**src/verilog/cache_defs.svh**
```systemverilog
`ifndef CACHE_DEFS_SVH
`define CACHE_DEFS_SVH

// bus widths
`define CACHE_ADDR_W      32
`define CACHE_DATA_W      32

// address split into tag, index and offset
`define CACHE_TAG_W       24
`define CACHE_INDEX_W     4
// two word-select bits plus two byte bits
`define CACHE_OFFSET_W    4

// organisation
`define CACHE_WAYS        4
`define CACHE_WAY_W       2
`define CACHE_LINE_WORDS  4
`define CACHE_SETS        16

`endif

```
**src/verilog/cache_pkg.sv**
```systemverilog
`include "cache_defs.svh"

package cache_pkg;

    typedef logic [`CACHE_TAG_W-1:0]                 tag_t;
    typedef logic [`CACHE_INDEX_W-1:0]               index_t;
    typedef logic [$clog2(`CACHE_LINE_WORDS)-1:0]    word_sel_t;
    typedef logic [`CACHE_WAY_W-1:0]                 way_t;

    // 0 is most recent, ways-1 is the next victim
    typedef logic [`CACHE_WAY_W-1:0]                 lru_age_t;

    // processor byte address split into its fields
    typedef struct packed {
        tag_t                                                tag;
        index_t                                              index;
        word_sel_t                                           word_sel;
        logic [`CACHE_OFFSET_W-$clog2(`CACHE_LINE_WORDS)-1:0] byte_sel;
    } cpu_addr_t;

    // one looked-up access handed to the fill stage
    typedef struct packed {
        logic                       we;
        tag_t                       tag;
        index_t                     index;
        word_sel_t                  word_sel;
        logic [`CACHE_DATA_W-1:0]   wdata;
        logic                       hit;
        way_t                       way;            // hit way, or victim on a miss
        logic                       victim_dirty;
        tag_t                       victim_tag;
    } lookup_req_t;

endpackage

```
**src/verilog/stage_if.sv**
```systemverilog
`timescale 1ns/1ps

interface stage_if;
    import cache_pkg::*;

    // request from the tag lookup stage, held until after done
    logic        valid;
    lookup_req_t req;

    // one-cycle pulse when the processor access is acked
    logic        done;

    modport lookup
    (
        output valid,
        output req,
        input  done
    );

    modport fill
    (
        input  valid,
        input  req,
        output done
    );

endinterface

```
**src/verilog/tag_lookup_stage.sv**
```systemverilog
`timescale 1ns/1ps
`include "cache_defs.svh"

module tag_lookup_stage
(
    input  logic                      clk,
    input  logic                      reset,
    input  logic                      cpu_cyc,
    input  logic                      cpu_stb,
    input  logic                      cpu_we,
    input  logic [`CACHE_ADDR_W-1:0]  cpu_adr,
    input  logic [`CACHE_DATA_W-1:0]  cpu_dat_w,
    stage_if.lookup                   out
);
    import cache_pkg::*;

    // tag state per set and way
    tag_t     tag_mem    [`CACHE_SETS][`CACHE_WAYS];
    logic     valid_bits [`CACHE_SETS][`CACHE_WAYS];
    logic     dirty_bits [`CACHE_SETS][`CACHE_WAYS];
    lru_age_t lru_age    [`CACHE_SETS][`CACHE_WAYS];

    cpu_addr_t               addr_f;
    logic [`CACHE_WAYS-1:0]  hit_vec;
    logic                    hit;
    way_t                    hit_way;
    way_t                    victim_way;
    way_t                    use_way;
    lru_age_t                use_age;
    logic                    start;
    lookup_req_t             next_req;

    assign addr_f = cpu_adr;

    // one access at a time, so only accept while nothing is in flight
    assign start = !out.valid && cpu_cyc && cpu_stb;

    always_comb
    begin
        hit_way    = '0;
        victim_way = '0;
        for (int w = 0; w < `CACHE_WAYS; w++)
        begin
            hit_vec[w] = valid_bits[addr_f.index][w] &&
                         (tag_mem[addr_f.index][w] == addr_f.tag);
            if (hit_vec[w])
                hit_way = way_t'(w);
            // oldest way in the set
            if (lru_age[addr_f.index][w] == lru_age_t'(`CACHE_WAYS - 1))
                victim_way = way_t'(w);
        end
    end

    assign hit     = |hit_vec;
    assign use_way = hit ? hit_way : victim_way;
    assign use_age = lru_age[addr_f.index][use_way];

    always_comb
    begin
        next_req.we           = cpu_we;
        next_req.tag          = addr_f.tag;
        next_req.index        = addr_f.index;
        next_req.word_sel     = addr_f.word_sel;
        next_req.wdata        = cpu_dat_w;
        next_req.hit          = hit;
        next_req.way          = use_way;
        // old state of the victim, before this edge overwrites it
        next_req.victim_dirty = !hit && valid_bits[addr_f.index][victim_way] &&
                                dirty_bits[addr_f.index][victim_way];
        next_req.victim_tag   = tag_mem[addr_f.index][victim_way];
    end

    // request payload and tags
    always_ff @(posedge clk)
    begin
        if (start)
        begin
            out.req <= next_req;
            if (!hit)
                tag_mem[addr_f.index][victim_way] <= addr_f.tag;
        end
    end

    always_ff @(posedge clk)
    begin
        if (reset)
        begin
            out.valid <= 1'b0;
            for (int s = 0; s < `CACHE_SETS; s++)
            begin
                for (int w = 0; w < `CACHE_WAYS; w++)
                begin
                    valid_bits[s][w] <= 1'b0;
                    dirty_bits[s][w] <= 1'b0;
                    lru_age[s][w]    <= lru_age_t'(w);
                end
            end
        end
        else if (out.done)
        begin
            out.valid <= 1'b0;
        end
        else if (start)
        begin
            out.valid <= 1'b1;
            valid_bits[addr_f.index][use_way] <= 1'b1;
            if (!hit)
                dirty_bits[addr_f.index][use_way] <= cpu_we;
            else if (cpu_we)
                dirty_bits[addr_f.index][use_way] <= 1'b1;

            // chosen way becomes newest, younger ways age by one
            for (int w = 0; w < `CACHE_WAYS; w++)
            begin
                if (way_t'(w) == use_way)
                    lru_age[addr_f.index][w] <= '0;
                else if (lru_age[addr_f.index][w] < use_age)
                    lru_age[addr_f.index][w] <= lru_age[addr_f.index][w] + 1'b1;
            end
        end
    end

endmodule

```
**src/flat_wrapper.sv**
```systemverilog
// flat-port wrapper written by rule: the top's interface ports become plain ports
module tag_lookup_stage_flat import cache_pkg::*;
  (clk, reset, cpu_cyc, cpu_stb, cpu_we, cpu_adr, cpu_dat_w, out_valid, out_req, out_done);
  stage_if out_i ();
  input  logic clk;
  input  logic reset;
  input  logic cpu_cyc;
  input  logic cpu_stb;
  input  logic cpu_we;
  input  logic [`CACHE_ADDR_W-1:0] cpu_adr;
  input  logic [`CACHE_DATA_W-1:0] cpu_dat_w;
  output wire logic [$bits(out_i.valid)-1:0] out_valid;
  output wire logic [$bits(out_i.req)-1:0] out_req;
  input wire logic [$bits(out_i.done)-1:0] out_done;
  assign out_valid = out_i.valid;
  assign out_req = out_i.req;
  assign out_i.done = out_done;
  tag_lookup_stage u_core (.clk(clk), .reset(reset), .cpu_cyc(cpu_cyc), .cpu_stb(cpu_stb), .cpu_we(cpu_we), .cpu_adr(cpu_adr), .cpu_dat_w(cpu_dat_w), .out(out_i));
endmodule
```
**config.mk**
```make
export PLATFORM = sky130hd
export DESIGN_NAME = tag_lookup_stage_flat
export DESIGN_NICKNAME = d
export VERILOG_FILES = /design/src/verilog/cache_pkg.sv /design/src/verilog/stage_if.sv /design/src/verilog/tag_lookup_stage.sv /design/src/flat_wrapper.sv
export VERILOG_INCLUDE_DIRS = /design/src /design/src/verilog
export SDC_FILE = /design/constraint.sdc
export NUM_CORES = 2
export LEC_CHECK = 0
export BUFFER_PORTS_ARGS = -buffer_cell sky130_fd_sc_hd__clkbuf_2
export CORE_MARGIN = 5
export CORE_UTILIZATION = 44
export DETAILED_ROUTE_END_ITERATION = 16
export SLEW_MARGIN = 20
export SYNTH_ARGS = -nofsm -noshare
export SYNTH_HDL_FRONTEND = slang
export SYNTH_SLANG_ARGS = --single-unit
```
**constraint.sdc**
```tcl
create_clock -name clk -period 8.4 [get_ports clk]
set_input_delay 1.26 -clock clk [delete_from_list [all_inputs] [get_ports clk]]
set_output_delay 1.26 -clock clk [all_outputs]
set_load 0.01 [all_outputs]
```
# Word-level counts from Yosys, hierarchy flattened
# Memories as Yosys holds them, arrays and structs flattened.
# Index checks and enable logic that the tools add are counted.
[word_totals] latch_bits=0 mem_bits_rw=1792 mem_count=4 regBits=92 output_inout_bits=92 inputBits=70 romBits=0 wordCells=166
[op_classes] n_mux=102 bitwise_logic=10 add_sub_neg=4 order_cmp=8 n_shift=0 n_reduce_logical=18 n_eq_ne=10 n_mul=0 div=0
[mem_list] memory="u_core.tag_mem" words=16 word_bits=96 read_ports=1 rd_clocked_by_memory_dff=0 wr=1 line="tag_lookup_stage.sv:18" rtl="tag_t tag_mem [`CACHE_SETS][`CACHE_WAYS];"
[mem_list] memory="u_core.lru_age" words=16 word_bits=8 read_ports=1 rd_clocked_by_memory_dff=0 wr=16 line="tag_lookup_stage.sv:21" rtl="lru_age_t lru_age [`CACHE_SETS][`CACHE_WAYS];"
[mem_list] memory="u_core.dirty_bits" words=16 word_bits=4 read_ports=1 rd_clocked_by_memory_dff=0 wr=16 line="tag_lookup_stage.sv:20" rtl="logic dirty_bits [`CACHE_SETS][`CACHE_WAYS];"
[mem_list] memory="u_core.valid_bits" words=16 word_bits=4 read_ports=1 rd_clocked_by_memory_dff=0 wr=16 line="tag_lookup_stage.sv:19" rtl="logic valid_bits [`CACHE_SETS][`CACHE_WAYS];"
[ops] cell="$eq 24x24->1" count=4
[ops] cell="$mux 96" count=1
[ops] cell="$mux 24" count=3
[ops] cell="$mux 1" count=69
[ops] cell="$bmux 24 s2" count=1
[ops] cell="$demux 24 s2" count=1
[ops] cell="$mux 4" count=11
[ops] cell="$mux 2" count=11
[ops] cell="$reduce_or 4->1" count=3
[ops] cell="$logic_and 1x1->1" count=10
[ops] cell="$add 2x1->2 const B" count=4
[ops] cell="$lt 2x2->1" count=4
[ops] cell="$mux 8" count=1
[ops] cell="$or 1x1->1" count=8
[ops] cell="$reduce_or 8->1" count=1
[ops] cell="$eq 2x2->1 const B" count=3
[ops] cell="$ge 3x3->1 const B" count=2
[ops] cell="$lt 3x1->1 const B" count=2
[ops] cell="$not 2->3" count=2
[ops] cell="$bmux 1 s2" count=2
[ops] cell="$bmux 2 s2" count=1
[ops] cell="$eq 2x2->1 const A" count=2
[ops] cell="$demux 1 s2" count=1
[ops] cell="$eq 1x2->1 const A" count=1
[ops] cell="other kinds (3)" count=4

# Logic depth before layout (Yosys ltp)
# An unclocked memory read counts as a cell.
[logic_depth] word_depth=21 ltp_mapped=27 depth_no_buf=18

# Worst setup path before layout
# Ideal clock, no wire load.
[synth_timing] kind="input -> register" start="input cpu_adr[5]" end="memory u_core.lru_age[11][1] (netlist name) (data pin)" arrival_time_ns=6.238 setup_slack_ns=1.892 path_buffers=9 required_ns=8.129 stages=27 setup_ns=0.271 path_cell_list="buf_2 buf_2 buf_2 buf_2 buf_2 buf_2 clkbuf_1 mux4_2 nand2_1 nand3_1 o21ai_0 inv_1 ha_1 clkbuf_1 clkinv_1 nand2_1 nor2_1 o211ai_2 nor2_1 a211oi_4 nand2_1 ha_1 nor3_1 nand2_1 o21ai_2 buf_2 nand2_1"
[synth_lines] element="start, declared" line="flat_wrapper.sv:10" rtl="input logic [`CACHE_ADDR_W-1:0] cpu_adr;"
[synth_lines] element="end, declared" line="tag_lookup_stage.sv:21"

# Final worst setup path
[layout_timing] start="input cpu_adr[7]" end="memory u_core.tag_mem[0][8] (netlist name) (enable)"
[layout_via] elab_cells_between_ends=27 classes_between="order compare (2); eq/ne (7); mux (8); bitwise (1); reduce/logical (6); memory (3)"
[layout_lines] element="$mem_v2 16x96"
[layout_lines] element="$eq 24x24->1" line="tag_lookup_stage.sv:45" rtl="(tag_mem[addr_f.index][w] == addr_f.tag);"
[layout_lines] element="$logic_and 1x1->1" line="tag_lookup_stage.sv:44" rtl="hit_vec[w] = valid_bits[addr_f.index][w] &&"
[layout_lines] element="$reduce_or 4->1 *" line="tag_lookup_stage.sv:54" rtl="assign hit = |hit_vec;"
[layout_lines] element="named net u_core.hit" line="tag_lookup_stage.sv:25" rtl="logic hit;"
[layout_lines] element="$mux 1 *" line="tag_lookup_stage.sv:79" rtl="if (!hit)"
[layout_lines] element="$mux 1 *" line="tag_lookup_stage.sv:76" rtl="if (start)"
[layout_lines] element="$mux 96 (implied by the code) *" line="tag_lookup_stage.sv:80" rtl="tag_mem[addr_f.index][victim_way] <= addr_f.tag;"
[layout_lines] element="end, declared" line="tag_lookup_stage.sv:18"
# The timed path passes the listed nets; every way through them passes the cells marked *.

==> out/qor.csv <==
metric,value,unit
status,completed,
p_int,0.0157,W
timing.slew.headroom,0.113,
path_class,in -> reg,
vias_per_cell,6.21,
ys_ff_latch,1884,
core-area,0.178,sq mm
dr.pass1.iters,6,
ys_seq_area_frac,0.710,
netlist_instances,4399,
worstMarginPinSlew,1.31,ns
crit_fanout,79,
wl_per_cell,33.2,um
fillerInstances,14500,
grt_pass1_vias,43700,
pwr-share-seq,0.510,
synth_area_per_cell,17.9,sq um
cts.path.max_buffers,3,
final_common_cell,edfxtp_1,
fin_crit,6.98,ns
drt_iter0_drc,6315,
critPathBufInv,5,
pwr-share-comb,0.075,
mappedNetlistArea,0.0787,sq mm
grt_antenna_before_repair,13,
crit_path_end_kind,flip-flop,
overflow,0,
hp-class,reg -> reg,
place_congestion,0.979,
p_leak,29.1,nW
synth.area.top_cells,"edfxtp_1 (69%), mux4_2 (12%), mux2i_1 (3.2%), dfxtp_1 (1.7%), nand2_1 (1.3%)",
setup_violations,0,
clock-sinks,1884,
dp_slack,0.706,ns
cp_cell_sequence,"buf_8, buf_12, buf_4, mux4_2, mux2i_1, xnor2_1, a31oi_1, nor4_1, buf_4, nand3_1, nand4_1, buf_4, nor2_1, nand2_1, nor2_4",
path_common_cell,buf_4,
drtAntennaViolNets,0,
min_from,u_core.valid_bits[7][0],
vias,44900,
period_share,0.831,
path_delay_family,simple AND/OR/NAND/NOR gates,
crit_start,cpu_adr[7],
arrival,7.42,ns
finalHoldViolCount,0,
cts_tree,built,
insertion_delay,0.84,ns
cts_max_level,4,
worst_setup_path_start_kind,input pin,
skew,0.0341,ns
io_pins,162,
yosysTopAreaCellShare,0.694,
routed_wl,240000,um
slowest_stage,nor2_4,
synthArstFlopShare,0,
p_sw_frac,0.231,
grt_setup_unrepaired,false,
synth-edff-count,1819,
ys.flop_type,edfxtp_1,
final_layout_size_suffix_gt1_frac,0.269,
slowest_delay,1.06,ns
clkPwrFrac,0.415,
fin_setup_tns,0,ns
mostFrequentLayoutCells,"edfxtp_1 (1,819), mux4_2 (410), nand2_1 (280)",
dieHeight,433,um
numCtsBuffers,194,
cts-resized-gates,0,
die_w,433,um
yosys_warnings,0,
yosysTopAreaCell,edfxtp_1,
switchingPower,0.00469,W
synth_cell_types,96,
drv_cap,0,
crit_required,8.83,ns
cts_hold_buf,0,
final_util,0.502,
irDropWorstVdd,0.000179,V
slew_violations,0,
grt.total_usage,0.254,
cellPowerDensity,227,mW/mm^2
worstReg2RegStart,u_core.tag_mem[9][93],
area_growth,13.7,%
remaining_drc_errors,0,
syn_nets,4473,
hpwl,151000,um
grt_pass1_wl,337000,um
clk_pin_slew,0.06,ns
fin_nets,4784,
setup_ws,1.42,ns
fp.dieArea,0.188,sq mm
postCtsSetupBuffers,0,
cts_root_buffer,clkbuf_16,
grt_start_max_net_pins,108,
start_util,0.442,
place.port_buffers,159,
num_rows,155,
clock.fmax,143,MHz
-- flip-flops by register name, indices dropped and copies added (netlist names) --
name               flops
u_core.out.req        91
u_core.valid_bits     64
u_core.dirty_bits     64
u_core.lru_age       128
u_core.tag_mem      1536
u_core.out.valid       1
-- layout make-up --
type	count	area, sq um	share of cell area
flip-flops and latches	1884	55900	0.624
multi-input cells	2183	21300	0.237
clock buffers	245	5170	0.0578
repair buffers	413	3030	0.0338
well taps	2355	2950	0.0329
clock inverters	112	1060	0.0119
inverters	34	141	0.00158
diodes	4	10.0	0.000112
-- Yosys cell counts, types with 7 or more instances --
cell type and number:
a211oi_1 12, a21o_1 31, a21oi_1 45, a221o_1 7, a221oi_1 15, a22o_1 8
a22oi_1 68, a311oi_1 8, a31o_2 18, a31oi_1 20, and2_1 11, buf_1 29
buf_2 80, buf_4 11, buf_6 29, buf_8 10, clkbuf_1 136, dfxtp_1 65
edfxtp_1 1819, inv_1 20, inv_2 8, mux2_2 59, mux2i_1 250, mux4_2 410
nand2_1 280, nand2_2 10, nand2b_1 13, nand3_1 45, nand4_1 11, nor2_1 270
nor2b_1 10, nor3_1 66, nor3_2 20, nor4_1 14, o211ai_1 14, o21ai_0 134
o22ai_1 31, o2bb2ai_1 50, o31ai_1 7, or3_1 8, xnor2_1 86, xor2_1 36
-- per-layer routing --
layer  global-route usage  vias to the layer above  share of wire
met3               0.0535                      546          0.092
met2                0.391                     2437           0.46
li1                     -                    18400              -
met4                0.108                        2          0.050
met5                    0                        -       0.000050
met1                0.356                    23500           0.40
-- power by group through the flow --
stage	clock network, W	registers [W]	logic [W]
3_5_place_dp	0	0.0106	0.00150
4_1_cts	0.00857	0.0104	0.00151
5_1_grt	0.00897	0.0104	0.00158
2_1_floorplan	0	0.0106	0.000805
3_3_place_gp	0	0.0106	0.00149
6_report	0.00844	0.0104	0.00153
-- final timing paths --
kind                                                 to  slack (ns)  depth (start not counted)
worst min-delay path            u_core.valid_bits[7][0]        0.45                          1
worst min register to register  u_core.valid_bits[7][0]        0.45                          1
worst max-delay path               u_core.tag_mem[0][8]        1.42                         15
worst max register to register     u_core.lru_age[0][1]        2.54                         17
-- worst register-to-register path: cells and delay by family, from the launching register on --
| family | cells | cell delay (ns) |
|---|---|---|
| AND/OR/NAND/NOR | 8 | 2.35 |
| AO/OA/AOI/OAI | 4 | 1.35 |
| multiplexers | 2 | 0.93 |
| flip-flops | 1 | 0.36 |
| adder cells (fa/ha/maj) | 1 | 0.22 |
| buffers and inverters | 1 | 0.19 |
| XOR/XNOR | 1 | 0.16 |
-- cell families (layout without fill, tap and decap cells) --
group | count (synthesis) | in the layout | synth area share
AO/OA/AOI/OAI | 543 | 543 | 0.0495
XOR/XNOR | 122 | 122 | 0.0136
adder cells (fa/ha/maj) | 7 | 7 | 0.00106
buffers and inverters | 332 | 804 | 0.0224
flip-flops | 1884 | 1884 | 0.710
multiplexers | 720 | 720 | 0.158
other | 0 | 4 | 0
AND/OR/NAND/NOR | 791 | 791 | 0.0454
-- per-stage QoR --
step | total power [W] | cell area, sq um | instances | hold slack [ns]
6_report | 0.0203 | 89600 | 7230 | 0.448
5_1_grt | 0.0209 | 89500 | 7227 | 0.465
4_1_cts | 0.0204 | 89500 | 7226 | 0.453
3_5_place_dp | 0.0121 | 83300 | 6869 | 0.439
3_3_place_gp | 0.0121 | 83300 | 6869 | 0.427
2_1_floorplan | 0.0114 | 78700 | 4399 | 0.421
Note: power is estimated with default switching activity, not from simulation.
